$ cat config.mk
export PLATFORM = sky130hd
export DESIGN_NAME = ic_fetch_ctrl
export DESIGN_NICKNAME = d
export VERILOG_FILES = /design/src/hw/ic_pkg.sv /design/src/hw/ic_fetch_ctrl.sv
export SDC_FILE = /design/constraint.sdc
export NUM_CORES = 1
export LEC_CHECK = 0
export ABC_AREA = 1
export BUFFER_PORTS_ARGS = -buffer_cell sky130_fd_sc_hd__buf_2
export CAP_MARGIN = 5
export CORE_MARGIN = 3
export CORE_UTILIZATION = 40
export DETAILED_ROUTE_END_ITERATION = 8
export PLACE_DENSITY = 0.92
export SETUP_SLACK_MARGIN = 0.4
export SYNTH_ARGS = -nofsm -noshare
export SYNTH_HDL_FRONTEND = slang
export SYNTH_SLANG_ARGS = --single-unit
$ cat constraint.sdc
create_clock -name clk -period 2.2 [get_ports clk]
set_clock_uncertainty 0.2 [all_clocks]
set_input_delay 0.11 -clock clk [delete_from_list [all_inputs] [get_ports clk]]
set_output_delay 0.11 -clock clk [all_outputs]
set_load 0.05 [all_outputs]
$ cat src/hw/ic_pkg.sv
// instruction cache shared definitions
// geometry, field widths, response codes and FSM state types
`default_nettype none

package ic_pkg;

    // 2-way, 256 sets, 8-byte lines = 4 KB
    localparam int NUM_SETS = 256;

    localparam logic [1:0]  RESP_OKAY = 2'b00;
    // addi x0, x0, 0
    localparam logic [31:0] NOP_INST  = 32'h0000_0013;

    // fetch address split: tag [31:11], index [10:3], word [2]
    typedef logic [31:0] addr_t;
    typedef logic [31:0] inst_t;
    typedef logic [63:0] beat_t;
    typedef logic [20:0] tag_t;
    typedef logic [7:0]  index_t;
    typedef logic [1:0]  resp_t;

    typedef enum logic [1:0] {
        CTRL_IDLE,
        CTRL_HIT_READ,
        CTRL_MISS_WAIT
    } ctrl_state_e;

    typedef enum logic [1:0] {
        MISS_IDLE,
        MISS_ADDR,
        MISS_DATA
    } miss_state_e;

endpackage

`default_nettype wire

$ cat src/hw/ic_fetch_ctrl.sv
// fetch control for the instruction cache
// splits the pc, decides hit or miss and drives the instruction outputs
`timescale 1ns/1ps
`default_nettype none

module ic_fetch_ctrl (
    input  wire logic          clk,
    input  wire logic          rst,
    input  wire ic_pkg::addr_t pc,
    input  wire logic          stall,
    input  wire logic          flush,
    input  wire logic          hit,
    input  wire logic          hit_way,
    input  wire ic_pkg::inst_t rd_inst,
    input  wire logic          miss_done,
    input  wire ic_pkg::inst_t miss_inst,
    output ic_pkg::index_t     lk_index,
    output ic_pkg::tag_t       lk_tag,
    output logic               rd_en,
    output logic               rd_word_hi,
    output logic               miss_start,
    output ic_pkg::addr_t      miss_addr,
    output ic_pkg::inst_t      inst,
    output logic               inst_valid
);
    import ic_pkg::*;

    ctrl_state_e state;
    logic        flush_go;
    logic        lookup_go;

    assign flush_go  = flush && !stall;
    assign lookup_go = (state == CTRL_IDLE) && !stall && !flush;

    assign lk_index   = pc[10:3];
    assign lk_tag     = pc[31:11];
    assign rd_word_hi = pc[2];
    assign miss_addr  = pc;

    assign rd_en      = lookup_go && hit;
    assign miss_start = lookup_go && !hit;

    always_ff @(posedge clk) begin
        if (rst || flush_go) begin
            state      <= CTRL_IDLE;
            inst       <= NOP_INST;
            inst_valid <= 1'b1;
        end else begin
            unique case (state)
                CTRL_IDLE: begin
                    if (!stall) begin
                        inst_valid <= 1'b0;
                        state      <= hit ? CTRL_HIT_READ : CTRL_MISS_WAIT;
                    end
                end
                // data store word is registered by now
                CTRL_HIT_READ: begin
                    inst       <= rd_inst;
                    inst_valid <= 1'b1;
                    state      <= CTRL_IDLE;
                end
                CTRL_MISS_WAIT: begin
                    if (miss_done) begin
                        inst       <= miss_inst;
                        inst_valid <= 1'b1;
                        state      <= CTRL_IDLE;
                    end
                end
                default: state <= CTRL_IDLE;
            endcase
        end
    end

    // the miss unit only completes a miss this side is waiting for
    a_done_in_wait: assert property (@(posedge clk) disable iff (rst)
        miss_done |-> state == CTRL_MISS_WAIT);

endmodule

`default_nettype wire

==> impl_metrics.json <==
{
  "setup_tns_ns": 0,
  "cap_viol_max_count": 0,
  "hold_class": "primary input to flip-flop",
  "timing.hold.ws_ns": 0.005381,
  "syn_to_final_growth_pct": 37.65,
  "grt_overflow": 0,
  "drt-total-wl_um": 8326,
  "cpPeakStageDelay_ns": 0.35,
  "fin_crit_ns": 1.694,
  "route.detailed.drc": 0,
  "clock-sinks": 35,
  "die_area_um2": 7133,
  "fill_cells": 482,
  "finalCritPeriodShare": 0.7700,
  "gp_congestion": 0.7620,
  "yosys_warnings": 0,
  "vias": 2795,
  "start_kind": "flip-flop",
  "powerDensity_nw_per_um2": 657.5,
  "crit_type": "flip-flop to primary output",
  "insertedDiodeCount": 0,
  "synth_area_um2": 2462,
  "maxSlewViolCount": 0,
  "worstPathRequired_ns": 1.89,
  "synth_cell_types": 16,
  "yosysSeqAreaShare": 0.2846,
  "fin_ws_ns": 0.5060,
  "wl_per_cell_um": 14.28,
  "via_per_inst": 4.794,
  "cts_tree": "yes",
  "hold_viol_final": 0,
  "synth.avg_cell_area_um2": 6.095,
  "synthCells": 404,
  "pre_cts_ws_ns": 0.1847,
  "io_pins": 200,
  "clkTransAtPathRegs_ns": 0.07,
  "r2r_slack_ns": 0.51,
  "slew_headroom": 0.7689,
  "mostFrequentLayoutCell": "nand2_1",
  "r2r_start": "state[0]$_SDFFE_PP0P_",
  "cts_buffers": 5,
  "grt_usage": 0.2306,
  "final_cell_mix": "nand2_1, buf_2, dlygate4sd3_1, nor2_1, nand3_1",
  "grt_pass1_vias": 2997,
  "root_buffer": "clkbuf_8",
  "synth_fp_nets": 511,
  "start_util": 0.4288,
  "regArea_um2": 700.7,
  "worst_pin_slew_ns": 0.3467,
  "ir_drop_mv": 0.3465,
  "crit_arrival_ns": 1.38,
  "ys_seq_elements": 35,
  "r2r-end": "inst[5]$_SDFFE_PP0P_",
  "fp.dieH_um": 84.46,
  "slowest_stage": "dfxtp_1",
  "cts_htree_levels": 2,
  "rows": 27,
  "crit_path_cell_trace": "inv_1 -> ha_2 -> nand3_1 -> nor2_1 -> clkbuf_4",
  "cts.path.max_buffers": 2,
  "ant_nets": 0,
  "timing.fmax_ghz": 0.5903,
  "cp_max_fo": 4,
  "synth_top_area_frac": 0.2846,
  "drive_above_1_share": 0.2544,
  "antenna_found_initial": 0,
  "cp-startpoint": "state[1]$_SDFFE_PP0P_",
  "die_w_um": 84.46,
  "grt_pass1_wl_um": 13280,
  "clk_latency_ns": 0.28,
  "holdPathEnd": "state[0]$_SDFFE_PP0P_",
  "final_core_util": 0.5902,
  "synth.area.top_cells": "dfxtp_1, nand2_1, buf_4",
  "p_leak_nw": 1.889,
  "rsz0062_at_grt": "no",
  "reg2reg_depth": 8,
  "synth_top_area_cell": "dfxtp_1",
  "min_path_cells": 5,
  "fin_nets": 617,
  "outcome": "completed",
  "grt_max_degree": 33,
  "drtIter0Drc": 126,
  "drtPass1Iterations": 5,
  "core-area_um2": 5743,
  "multi_input_area_um2": 1067,
  "hpwl_um": 4361,
  "finalSetupViolations": 0,
  "holdCritStartpoint": "hit",
  "cp-end-kind": "primary output",
  "port_buffers": 104
}
metrics by stage:
step	area, um^2	total power [mW]	cells
CTS	3338	2.190	581
floorplan	2462	1.679	404
global placement	2567	1.557	507
global route	3390	2.370	583
finish	3390	2.228	583
detailed placement	2567	1.579	507
power breakdown:
part,internal (mW),total [mW],switching (mW),leakage (nW)
combinational,0.339,0.965,0.626,1.55
clock,0.286,0.518,0.232,0.0515
sequential,0.705,0.746,0.0403,0.286
total,1.33,2.23,0.899,1.89
repair_timing:
item | CTS | global route
gates resized for setup | 4 | 10
hold buffers | 66 | 0
endpoints found under the hold margin | 35 | 0
setup buffers | 0 | 1
pin swaps | 0 | 1
gates cloned | 0 | 1
setup endpoints to repair | 29 | 34
routing by layer:
metal  vias up  global-route usage  share of wire
met1      1227              0.2107           0.36
met3        51             0.06968          0.089
met5         -                   0              0
met4         0              0.1410          0.045
li1       1352                   -              -
met2       165              0.4405           0.51
critical path: cells and delay by family, from the launching register on:
family,cells,cell delay (ns)
flops,1,0.35
buf+inv,2,0.34
fa+ha+maj,1,0.21
simple gates,2,0.20
synthesized netlist by cell type, drive strengths merged:
library cell    n
buf            79
clkbuf          2
nor2           62
a21oi           1
inv            39
nand2         141
ha              4
nand3          40
dfxtp          35
nand4           1
layout make-up:
cell class / instances / area share
clock buffers: 8 / 0.02953
inverters: 39 / 0.04762
multi-input cells: 249 / 0.3149
flip-flops and latches: 35 / 0.2067
well taps: 72 / 0.02658
repair buffers: 179 / 0.3721
repair inverters: 1 / 0.002584
worst max path at each step:
stage	endpoint	depth (start not counted)
2_1_floorplan	inst[21]$_SDFFE_PP0P_	11
3_3_place_gp	inst[18]$_SDFFE_PP0P_	8
3_5_place_dp	inst[28]$_SDFFE_PP0P_	8
4_1_cts	inst[28]$_SDFFE_PP0P_	8
5_1_grt	rd_en	5
6_report	rd_en	5
cell families (layout without fill, tap and decap cells):
logic type / after synthesis / in the layout / share of synthesized area
buf+inv: 120 / 227 / 0.2932
simple gates: 244 / 244 / 0.3984
fa+ha+maj: 4 / 4 / 0.02033
flops: 35 / 35 / 0.2846
compound gates: 1 / 1 / 0.003558
state kept, by name, indices dropped and copies added, names as in the netlist:
register / flops
state: 2
inst: 32
inst_valid: 1
Note: power is estimated with default switching activity, not from simulation.
