<file path="src/hw/ic_pkg.sv">
// instruction cache shared definitions
// geometry, field widths, response codes and FSM state types
`default_nettype none

package ic_pkg;

    // 2-way, 256 sets, 8-byte lines = 4 KB
    localparam int NUM_SETS = 256;

    localparam logic [1:0]  RESP_OKAY = 2'b00;
    // addi x0, x0, 0
    localparam logic [31:0] NOP_INST  = 32'h0000_0013;

    // fetch address split: tag [31:11], index [10:3], word [2]
    typedef logic [31:0] addr_t;
    typedef logic [31:0] inst_t;
    typedef logic [63:0] beat_t;
    typedef logic [20:0] tag_t;
    typedef logic [7:0]  index_t;
    typedef logic [1:0]  resp_t;

    typedef enum logic [1:0] {
        CTRL_IDLE,
        CTRL_HIT_READ,
        CTRL_MISS_WAIT
    } ctrl_state_e;

    typedef enum logic [1:0] {
        MISS_IDLE,
        MISS_ADDR,
        MISS_DATA
    } miss_state_e;

endpackage

`default_nettype wire

</file>
<file path="src/hw/ic_fill_if.sv">
// line fill path from the miss unit into the tag and data stores
`timescale 1ns/1ps
`default_nettype none

interface ic_fill_if;
    import ic_pkg::*;

    logic   fill_valid;
    index_t fill_index;
    tag_t   fill_tag;
    beat_t  fill_data;
    // victim way chosen by the tag store at miss start
    logic   fill_way;

    modport miss (
        output fill_valid, fill_index, fill_tag, fill_data
    );

    modport tag (
        input  fill_valid, fill_index, fill_tag, fill_data,
        output fill_way
    );

    modport data (
        input fill_valid, fill_index, fill_data, fill_way
    );

endinterface

`default_nettype wire

</file>
<file path="src/hw/ic_miss_unit.sv">
// miss handling for the instruction cache
// single-beat AXI read of the missing line, then the line fill
`timescale 1ns/1ps
`default_nettype none

module ic_miss_unit (
    input  wire logic          clk,
    input  wire logic          rst,
    input  wire logic          flush,
    input  wire logic          stall,
    input  wire logic          miss_start,
    input  wire ic_pkg::addr_t miss_addr,
    input  wire logic          arready,
    input  wire logic          rvalid,
    input  wire ic_pkg::beat_t rdata,
    input  wire ic_pkg::resp_t rresp,
    output logic               arvalid,
    output ic_pkg::addr_t      araddr,
    output logic               rready,
    output logic               miss_done,
    output ic_pkg::inst_t      miss_inst,
    output logic               miss_err,
    ic_fill_if.miss            fill
);
    import ic_pkg::*;

    miss_state_e state;
    logic        word_hi_q;
    logic        flush_go;
    logic        beat_take;

    assign flush_go  = flush && !stall;
    assign arvalid   = (state == MISS_ADDR);
    assign rready    = (state == MISS_DATA);
    assign beat_take = rready && rvalid;

    assign miss_done = beat_take;
    assign miss_inst = word_hi_q ? rdata[63:32] : rdata[31:0];

    assign fill.fill_valid = beat_take;
    assign fill.fill_index = araddr[10:3];
    assign fill.fill_tag   = araddr[31:11];
    assign fill.fill_data  = rdata;

    always_ff @(posedge clk) begin
        if (rst || flush_go) begin
            state <= MISS_IDLE;
        end else begin
            unique case (state)
                MISS_IDLE: if (miss_start) state <= MISS_ADDR;
                MISS_ADDR: if (arready)    state <= MISS_DATA;
                MISS_DATA: if (rvalid)     state <= MISS_IDLE;
                default:                   state <= MISS_IDLE;
            endcase
        end
    end

    // request address, line aligned
    always_ff @(posedge clk) begin
        if (state == MISS_IDLE && miss_start) begin
            araddr    <= {miss_addr[31:3], 3'b000};
            word_hi_q <= miss_addr[2];
        end
    end

    // sticky until the next beat lands
    always_ff @(posedge clk) begin
        if (rst) begin
            miss_err <= 1'b0;
        end else if (beat_take) begin
            miss_err <= (rresp != RESP_OKAY);
        end
    end

    // request held until the interconnect takes it
    a_ar_stable: assert property (@(posedge clk) disable iff (rst)
        arvalid && !arready && !flush_go |=> arvalid && $stable(araddr));

endmodule

`default_nettype wire

</file>
<file path="src/flat_wrapper.sv">
// flat-port wrapper written by rule: the top's interface ports become plain ports
module ic_miss_unit_flat import ic_pkg::*;
  (clk, rst, flush, stall, miss_start, miss_addr, arready, rvalid, rdata, rresp, arvalid, araddr, rready, miss_done, miss_inst, miss_err, fill_fill_valid, fill_fill_index, fill_fill_tag, fill_fill_data);
  ic_fill_if fill_i ();
  input  wire logic clk;
  input  wire logic rst;
  input  wire logic flush;
  input  wire logic stall;
  input  wire logic miss_start;
  input  wire ic_pkg::addr_t miss_addr;
  input  wire logic arready;
  input  wire logic rvalid;
  input  wire ic_pkg::beat_t rdata;
  input  wire ic_pkg::resp_t rresp;
  output logic arvalid;
  output ic_pkg::addr_t araddr;
  output logic rready;
  output logic miss_done;
  output ic_pkg::inst_t miss_inst;
  output logic miss_err;
  output wire logic [$bits(fill_i.fill_valid)-1:0] fill_fill_valid;
  output wire logic [$bits(fill_i.fill_index)-1:0] fill_fill_index;
  output wire logic [$bits(fill_i.fill_tag)-1:0] fill_fill_tag;
  output wire logic [$bits(fill_i.fill_data)-1:0] fill_fill_data;
  assign fill_fill_valid = fill_i.fill_valid;
  assign fill_fill_index = fill_i.fill_index;
  assign fill_fill_tag = fill_i.fill_tag;
  assign fill_fill_data = fill_i.fill_data;
  ic_miss_unit u_core (.clk(clk), .rst(rst), .flush(flush), .stall(stall), .miss_start(miss_start), .miss_addr(miss_addr), .arready(arready), .rvalid(rvalid), .rdata(rdata), .rresp(rresp), .arvalid(arvalid), .araddr(araddr), .rready(rready), .miss_done(miss_done), .miss_inst(miss_inst), .miss_err(miss_err), .fill(fill_i));
endmodule
</file>
<file path="config.mk">
export PLATFORM = sky130hd
export DESIGN_NAME = ic_miss_unit_flat
export DESIGN_NICKNAME = d
export VERILOG_FILES = /design/src/hw/ic_pkg.sv /design/src/hw/ic_fill_if.sv /design/src/hw/ic_miss_unit.sv /design/src/flat_wrapper.sv
export SDC_FILE = /design/constraint.sdc
export NUM_CORES = 1
export LEC_CHECK = 0
export BUFFER_PORTS_ARGS = -buffer_cell sky130_fd_sc_hd__buf_4
export CORE_AREA = 5 5 100 102
export DETAILED_ROUTE_END_ITERATION = 12
export DIE_AREA = 0 0 105 107
export PLACE_DENSITY = 0.6
export SETUP_SLACK_MARGIN = 0.02
export SLEW_MARGIN = 10
export SYNTH_ARGS = -nofsm -noshare
export SYNTH_HDL_FRONTEND = slang
export SYNTH_SLANG_ARGS = --single-unit
</file>
<file path="constraint.sdc">
create_clock -name clk -period 2.5 [get_ports clk]
set_input_delay 0.25 -clock clk [delete_from_list [all_inputs] [get_ports clk]]
set_output_delay 0.25 -clock clk [all_outputs]
set_load 0.1 [all_outputs]
</file>
==> results.ini, run 1 <==
[outcome]
status = finished clean

[sta]
finClkSkew_ns = 0.004187
rsz0062_at_grt = false
finalSetupTns_ns = 0
fin_crit_ns = 1.874
post-route-period-util_pct = 74.94
hold_viol = 0
maxSlewViolCount = 0
max_freq_mhz = 533.8
finalSetupViolCount = 0

[global_routing]
groute.usage.overall_pct = 12.17
grt_pass1_wl_mm = 10.85
grt_max_degree = 33
first_global_vias = 2007
antenna_found_initial = 0
grt_overflow = 0

[synth]
synth_warnings = 0
synth.avg_cell_area_um2 = 12.16
synth.top_cell.area_share_pct = 40.93
synth_top_area_cell = edfxtp_1
ys.flop_type = edfxtp_1
synth.distinct_cells = 17
synth-seq-cells = 33
synth.most_common_cell = buf_4
syn_inst = 181
synth-edff-count = 30
synthTopCellsByCount = buf_4 (100), edfxtp_1 (30), mux2_2 (30)
ys_seq_area_share_pct = 43.66
syn_area_um2 = 2201
synthTopCellsByArea = edfxtp_1 (41%), buf_4 (34%), mux2_2 (15%)
synth_async_sr_flop_share_pct = 0

[clock_network]
clkTransAtPathRegs_ns = 0.07
htree_levels = 2
clock-root-buffer = clkbuf_8
cts.sinks = 33
cts_setup_buffers = 0
cts_tree = built
hold_buffers = 0
cts_buffers = 5
cts_buffer_depth = 2
cts-resized-gates = 0
worstSkewPairLatency_ns = 0.28

[finish]
final_nets = 457
syn_to_final_growth_pct = 67.25
fillers = 863
multi_input_area_um2 = 488.0
drive_gt1_share_pct = 86.69
regArea_um2 = 960.9
diodes = 0
finalInstanceArea_um2 = 3681
fin_util_pct = 40.80

[run]
max_cap_violations = 0

[critical_path]
crit_path_max_fanout = 32
criticalPathCategory = flop to output pin
worstPathCellList = buf_4, mux2_2, buf_4
critical_path.most_common_cell = buf_4
slowest_delay_ns = 0.40
crit_arrival_ns = 1.62
startpoint_type = flop
end_kind = output pin
cp_slowest_cell = mux2_2
rrSetupSlack_ns = 0.96
cp.required_ns = 2.25

[route]
drtIter0Drc = 43
met3_length_mm = 1.025
drcViolationCount = 0
highest_layer = met4
viasPerCell = 3.976
wl_met1_mm = 2.493
dr.pass1.iters = 4
wire_per_inst_um = 16.35
wl_met2_mm = 3.961
vias = 1845
final_antenna_net_count = 0
routed_wl_mm = 7.586

[floorplan]
ios = 267
start_util_pct = 24.40
core_um2 = 9021
row_count = 35
die_w_um = 105
fp.dieH_um = 107
die-area_um2 = 11240

[pwr]
ir_drop_mv = 0.4471
p_sw_uw = 1575
power.total_uw = 2864
leakagePower_uw = 0.001814
pwr-share-seq_pct = 23.3
p_comb_share_pct = 59.0
pwr-share-clk_pct = 17.7
internal-power_uw = 1290
swShare_pct = 54.98
p_per_area_nw_per_um2 = 778.2

[placed_design]
port_buffers = 261
dp_hpwl_mm = 6.671
dpl_cell_area_um2 = 3566
routabilityCongestion = 0.7145

[worst_hold_path]
hold_path.class = primary input to flop

==> cells by family (layout without fill, tap and decap cells) <==
group | Yosys count | in the layout | share of synthesized area (%)
buf+inv | 102 | 272 | 34.51
flops | 33 | 33 | 43.66
other cells | 1 | 3 | 0.1704
compound gates | 3 | 3 | 1.478
simple gates | 9 | 9 | 3.355
mux | 33 | 33 | 16.83
==> worst paths after layout <==
path	from	end	cells past startpoint
setup / recovery	u_core.word_hi_q	miss_inst[22]	3
hold / removal	miss_addr[22]	u_core.araddr[22]	1
setup reg to reg	u_core.state[1]	u_core.word_hi_q	3
hold reg to reg	u_core.miss_err	u_core.miss_err	2
==> power groups by stage <==
stage / clock [µW] / combinational, µW / sequential (µW)
after CTS: 524 / 1700 / 668
after floorplan: 0 / 1200 / 898
after global placement: 0 / 1700 / 679
after detailed placement: 0 / 1700 / 678
final: 506 / 1690 / 667
after global routing: 551 / 1730 / 672
==> stage by stage <==
| step | setup slack [ns] | std cells | hold WS, ns |
|---|---|---|---|
| floorplan | 0.7829 | 183 | 0.3146 |
| global placement | 0.9122 | 456 | 0.4282 |
| detailed placement | 0.9299 | 456 | 0.4294 |
| CTS | 0.5826 | 464 | 0.1265 |
| global route | 0.5423 | 464 | 0.1166 |
| finish | 0.6265 | 464 | 0.1363 |
==> registers in the layout (all words and copies together) (netlist names) <==
register,count
u_core.araddr,29
u_core.state,2
u_core.miss_err,1
u_core.word_hi_q,1
==> worst max-delay path: cells and delay by family, from the launching register on <==
| family | cells | cell delay [ns] |
|---|---|---|
| buffers and inverters | 2 | 0.61 |
| multiplexers | 1 | 0.40 |
| flip-flops | 1 | 0.32 |
==> metal layers <==
metal / GRT usage, % / up-vias
li1: - / 855
met1: 12.86 / 830
met2: 22.03 / 150
met3: 5.178 / 10
met4: 3.379 / 0
met5: 0 / -
==> cells in the final DEF, fill, tap and decap left out, drive strengths merged <==
| master | count |
|---|---|
| clkbuf | 5 |
| edfxtp | 30 |
| dfxtp | 3 |
| mux2i | 1 |
| inv | 1 |
| a211oi | 2 |
| mux2 | 32 |
| nand3b | 1 |
| and2b | 2 |
| nor2b | 1 |
| clkinv | 1 |
| bufinv | 1 |
| and3b | 1 |
| nand2b | 1 |
| buf | 263 |
| conb | 3 |
| clkinvlp | 1 |
| o21bai | 1 |
| or3b | 3 |
==> final cells by class <==
cell class / instances / area share, %
Multi-Input combinational cell: 48 / 13.26
Clock buffer: 5 / 1.869
Timing Repair Buffer: 263 / 53.64
Sequential cell: 33 / 26.10
Tap cell: 111 / 3.773
Inverter: 1 / 0.1020
Clock inverter: 3 / 1.258
Note: power is estimated with default switching activity, not from simulation.
==> run 2: changes to the inputs <==
- ABC_AREA: default -> 1
- CORE_AREA: 5 5 100 102 -> 5 5 101 103
- DIE_AREA: 0 0 105 107 -> 0 0 106 108
- PLACE_DENSITY: 0.6 -> 0.63
- clock period: 2.5 -> 1.6 ns (I/O delays scaled with it)
==> results.ini, run 2 <==
[sta]
rsz0062_at_grt = true
worst_hold_slack_ns = 0.04397  ; -0.09236 ns
finalSetupViolCount = 32  ; +32
maxSlewViolCount = 0  ; unchanged
post-route-period-util_pct = 103.2
max_freq_mhz = 605.9
fin_crit_ns = 1.651
finalSetupTns_ns = -1.007  ; -1.007 ns
hold_viol = 0  ; unchanged
fin_ws_ns = -0.05053  ; -0.6770 ns
finClkSkew_ns = 0.01008  ; +0.005889 ns

[floorplan]
die-area_um2 = 11450  ; +1.9%
fp.dieH_um = 108  ; +0.93%
start_util_pct = 25.59  ; +1.2 points
ios = 267  ; unchanged
core_um2 = 9109  ; +0.97%
row_count = 35  ; unchanged
die_w_um = 106  ; +0.95%

[pwr]
pwr-share-seq_pct = 22.6  ; -0.7 points
p_per_area_nw_per_um2 = 1087  ; +40%
ir_drop_mv = 0.6389  ; +43%
leakagePower_uw = 0.002145  ; +18%
swShare_pct = 54.00  ; -0.98 points
internal-power_uw = 2120  ; +64%
pwr-share-clk_pct = 14.2  ; -3.5 points
p_comb_share_pct = 63.3  ; +4.3 points
p_sw_uw = 2488  ; +58%

[global_routing]
grt_max_degree = 33  ; unchanged
first_global_vias = 2066  ; +2.9%
groute.usage.overall_pct = 12.90  ; +0.73 points
antenna_found_initial = 0  ; unchanged
grt_overflow = 0  ; unchanged
grt_pass1_wl_mm = 11.46  ; +5.6%

[synth]
synth.distinct_cells = 16  ; -1
synthTopCellsByCount = buf_4 (97), edfxtp_1 (30), mux2_4 (30)
synthTopCellsByArea = edfxtp_1 (39%), buf_4 (31%), mux2_4 (19%)
synth-edff-count = 30  ; unchanged
synth_top_area_cell = edfxtp_1
synth.avg_cell_area_um2 = 12.33  ; +1.4%
synth_warnings = 0  ; unchanged
synth-seq-cells = 33  ; unchanged
synth_async_sr_flop_share_pct = 0  ; unchanged
ys_seq_area_share_pct = 41.22  ; -2.4 points
syn_inst = 189  ; +4.4%
synth.most_common_cell = buf_4
syn_area_um2 = 2331  ; +5.9%
synth.top_cell.area_share_pct = 38.65  ; -2.3 points
ys.flop_type = edfxtp_1

[outcome]
status = finished, violations left
violations = setup timing

[finish]
syn_to_final_growth_pct = 81.80
fillers = 798  ; -7.5%
mostFrequentLayoutCells = buf_4 (232), buf_12 (31), mux2_4 (30), edfxtp_1 (30)
final_nets = 471  ; +3.1%
largest_registers = u_core.araddr (29), u_core.state (2)
finalInstanceArea_um2 = 4238  ; +15%
fin_util_pct = 46.52  ; +5.7 points
layout_commonest_cell = buf_4
largest-register = u_core.araddr
diodes = 0  ; unchanged
drive_gt1_share_pct = 84.74  ; -1.9 points
largest_reg_flops = 29  ; unchanged

[critical_path]
cp.required_ns = 1.44  ; -0.81 ns
cp_num_buf_inv = 3  ; +1
worstPathCellList = buf_6, clkbuf_16, mux2_4, buf_12
critPathTopFamily = buffers and inverters
criticalPathCategory = flop to output pin
cp_slowest_cell = edfxtp_1
crit_path_max_fanout = 8  ; -75%
end_kind = output pin
slowest_delay_ns = 0.40  ; about the same
startpoint_type = flop
crit_arrival_ns = 1.49  ; -0.13 ns

[clock_network]
htree_levels = 2  ; unchanged
cts.sinks = 33  ; unchanged
clkTransAtPathRegs_ns = 0.07  ; about the same
worstSkewPairLatency_ns = 0.28  ; about the same
cts_tree = built
cts_buffer_depth = 2  ; unchanged
cts_buffers = 5  ; unchanged
hold_buffers = 0  ; unchanged
clock-root-buffer = clkbuf_8

[placed_design]
pre_cts_slack_ns = 0.2129  ; -0.7170 ns
routabilityCongestion = 0.7795  ; +9.1%
dp_hpwl_mm = 7.102  ; +6.5%
port_buffers = 261  ; unchanged
dpl_cell_area_um2 = 3679  ; +3.2%

[route]
dr.pass1.iters = 4  ; unchanged
final_antenna_net_count = 0  ; unchanged
wire_per_inst_um = 18.23  ; +12%
drtIter0Drc = 49  ; +14%
viasPerCell = 4.042  ; +1.6%
routed_wl_mm = 8.714  ; +15%
drcViolationCount = 0  ; unchanged
vias = 1932  ; +4.7%

[run]
max_cap_violations = 0  ; unchanged

[worst_hold_path]
hold_path.class = primary input to flop

-- run 2: changes by cell type after synthesis, sizes merged, moves of 2 or more --
cell	before	now
a211oi	2	0
a21oi	0	2
and2b	2	0
inv	1	7
nand2	0	5
nor2	0	4
or3b	3	0
-- run 2: per-stage QoR --
| step | total power (µW) | std cells |
|---|---|---|
| floorplan | 3315 | 191 |
| global placement | 3738 | 465 |
| detailed placement | 3748 | 465 |
| CTS | 4615 | 473 |
| global route | 4749 | 478 |
| finish | 4608 | 478 |
-- run 2: cell families after synthesis --
group / Yosys count / share of synthesized area, %
AND/OR/NAND/NOR: 10 / 1.664
flip-flops: 33 / 41.22
other: 1 / 0.1609
multiplexers: 32 / 20.29
AO/OA/AOI/OAI: 5 / 1.235
buffers and inverters: 108 / 35.43
-- run 2: layout make-up --
cell class	count	area (µm²)	share of cell area, %
clock inverter	2	13.76	0.3248
inverter	7	30.03	0.7086
clock buffer	6	82.58	1.949
tap	111	138.9	3.277
timing repair buffer	269	2457	57.99
sequential	33	960.9	22.67
multi-input combinational	50	554.3	13.08
-- run 2: what timing repair did --
action                     in CTS  in global routing
setup buffers                   0                  2
setup endpoints to repair      32                 32
cloned                          0                  3
resized for setup              92                  1
-- run 2: worst paths after layout --
check | startpoint | to | slack (ns) | depth (start not counted)
setup / recovery | u_core.word_hi_q | miss_inst[3] | -0.05 | 4
hold / removal | rst | u_core.miss_err | 0.04 | 2
setup reg to reg | u_core.state[1] | u_core.araddr[20] | 0.35 | 4
hold reg to reg | u_core.miss_err | u_core.miss_err | 0.47 | 2
-- run 2: power by group through the flow --
stage                     combinational [µW]  clock [µW]  sequential (µW)
after floorplan                         1920           0             1390
after global placement                  2680           0             1060
after detailed placement                2690           0             1060
after CTS                               2890         685             1040
after global routing                    2970         731             1050
final                                   2920         652             1040
-- run 2: routing by layer --
metal | GRT usage, % | share of wire [%] | up-vias
met2 | 25.59 | 56 | 153
li1 | - | - | 882
met1 | 12.69 | 32 | 888
met5 | 0 | 0 | -
met4 | 3.515 | 1.3 | 0
met3 | 4.358 | 10 | 9
==> run 3: changes to the inputs <==
- ABC_AREA: 1 -> default
- CTS_BUF_LIST: default -> sky130_fd_sc_hd__clkbuf_4 sky130_fd_sc_hd__clkbuf_8
- PLACE_DENSITY: 0.63 -> 0.62
==> results.ini, run 3 (synthesis results as in run 1) <==
[clock_network]
clkTransAtPathRegs_ns = 0.07  ; about the same
hold_buffers = 0  ; unchanged
clock-root-buffer = clkbuf_8
cts_buffer_depth = 2  ; unchanged
cts.sinks = 33  ; unchanged
cts_buffers = 5  ; unchanged
cts_tree = built
worstSkewPairLatency_ns = 0.28  ; about the same
htree_levels = 2  ; unchanged

[finish]
diodes = 0  ; unchanged
fillers = 849  ; +6.4%
layout_commonest_cell = buf_4
mostFrequentLayoutCells = buf_4 (232), mux2_2 (31), edfxtp_1 (30)
finalInstanceArea_um2 = 3889  ; -8.2%
largest-register = u_core.araddr
final_nets = 461  ; -2.1%
drive_gt1_share_pct = 87.68  ; +2.9 points
regArea_um2 = 960.9  ; unchanged
final_cells = 468  ; -2.1%
syn_to_final_growth_pct = 76.69
largest_registers = u_core.araddr (29), u_core.state (2)
multi_input_area_um2 = 491.7  ; -11%
largest_reg_flops = 29  ; unchanged

[floorplan]
row_count = 35  ; unchanged
core_um2 = 9109  ; unchanged
ios = 267  ; unchanged
fp.dieH_um = 108  ; unchanged
die-area_um2 = 11450  ; unchanged
start_util_pct = 24.16  ; -1.4 points
die_w_um = 106  ; unchanged

[placed_design]
routabilityCongestion = 0.7385  ; -5.3%
pre_cts_slack_ns = 0.2011  ; -0.01182 ns
dp_hpwl_mm = 6.948  ; -2.2%
dpl_cell_area_um2 = 3602  ; -2.1%
port_buffers = 261  ; unchanged
dp_cells = 457  ; -1.7%

[sta]
max_freq_mhz = 618.0  ; +2.0%
fin_ws_ns = -0.01800  ; +0.03253 ns
fin_crit_ns = 1.618  ; -0.03253 ns
hold_viol = 0  ; unchanged
finalSetupViolCount = 19  ; -41%
worst_hold_slack_ns = 0.04829  ; +0.004323 ns
post-route-period-util_pct = 101.1  ; -2.0 points
rsz0062_at_grt = true
finClkSkew_ns = 0.008337  ; -0.001738 ns
maxSlewViolCount = 0  ; unchanged

[critical_path]
cp.required_ns = 1.44  ; about the same
end_kind = output pin
r2r_start = u_core.state[1]
crit_arrival_ns = 1.46  ; -0.03 ns
crit_path_max_fanout = 16  ; +8
criticalPathCategory = flop to output pin
crit_start = u_core.word_hi_q
startpoint_type = flop

[pwr]
p_sw_uw = 2466  ; -0.89%
swShare_pct = 55.78  ; +1.8 points
ir_drop_mv = 0.5671  ; -11%
p_comb_share_pct = 62.5  ; -0.8 points
pwr-share-clk_pct = 14.0  ; -0.2 points
leakagePower_uw = 0.001895  ; -12%
p_per_area_nw_per_um2 = 1137  ; +4.6%
power.total_uw = 4421  ; -4.1%
pwr-share-seq_pct = 23.5  ; +0.9 points
internal-power_uw = 1955  ; -7.8%

[route]
drtIter0Drc = 39  ; -20%
dr.pass1.iters = 4  ; unchanged
routed_wl_mm = 8.162  ; -6.3%
vias = 1875  ; -3.0%
final_antenna_net_count = 0  ; unchanged
wire_per_inst_um = 17.44  ; -4.3%
drcViolationCount = 0  ; unchanged
viasPerCell = 4.006  ; -0.88%

[global_routing]
grt_max_degree = 20  ; -39%
grt_pass1_wl_mm = 11.32  ; -1.3%
groute.usage.overall_pct = 12.70  ; -0.19 points
antenna_found_initial = 0  ; unchanged
grt_overflow = 0  ; unchanged
first_global_vias = 2047  ; -0.92%

[outcome]
status = finished, violations left
violations = setup timing

[worst_hold_path]
hp-start = miss_addr[26]
hold_path.class = primary input to flop

[run]
max_cap_violations = 0  ; unchanged

[run 3: cell types whose count changed in the layout (fill, tap and decap cells not counted), moves of 2 or more]
cell,before,now
mux2_2,2,31
nor2_1,3,0
buf_6,4,27
buf_8,0,2
clkbuf_16,2,0
a211oi_2,0,2
or3b_1,0,3
buf_12,31,5
a21oi_1,2,0
inv_1,6,0
and2b_2,0,2
nand2_1,5,0
mux2_4,30,1
[run 3: area by class of cell]
class | count | area share [%]
clock buffer | 6 | 1.963
multi-input combinational | 48 | 12.64
inverter | 1 | 0.1931
timing repair buffer | 267 | 56.66
tap | 111 | 3.571
sequential | 33 | 24.71
clock inverter | 2 | 0.2574
[run 3: metal layers]
layer,track usage (%),wire (µm),vias to the layer above,part of all wire [%]
li1,-,-,861,-
met1,13.38,2798,858,34
met2,24.00,4329,148,53
met3,4.716,936,8,11
met4,3.053,97,0,1.2
met5,0,0,-,0
[run 3: final timing paths]
path                                          end  slack [ns]  cells after the start
worst min-delay path            u_core.araddr[26]        0.05                      1
worst min register to register    u_core.miss_err        0.50                      2
worst max register to register  u_core.araddr[19]        0.16                      3
worst max-delay path                miss_inst[25]       -0.02                      4
[run 3: worst max-delay path: stages (launching register included)]
cell      delay [ns]
edfxtp_1        0.34
buf_4           0.12
buf_12          0.15
mux2_2          0.37
buf_6           0.19
[run 3: through the flow]
step | util, % | TNS [ns]
6_report | 42.69 | -0.1248
5_1_grt | 42.69 | -1.825
4_1_cts | 42.47 | -0.6255
3_5_place_dp | 39.55 | 0
3_3_place_gp | 39.55 | 0
2_1_floorplan | - | 0
[run 3: power groups by stage]
stage / Combinational [µW] / Sequential (µW) / Clock, µW
finish: 2760 / 1040 / 617
global route: 2820 / 1050 / 683
CTS: 2760 / 1040 / 646
detailed placement: 2680 / 1060 / 0
global placement: 2670 / 1060 / 0
floorplan: 1870 / 1400 / 0
[run 3: repair_timing]
| action | 4_1_cts | 5_1_grt |
|---|---|---|
| setup buffers | 2 | 0 |
| gates resized for setup | 39 | 5 |
| setup endpoints to repair | 32 | 32 |
| gates cloned | 1 | 0 |
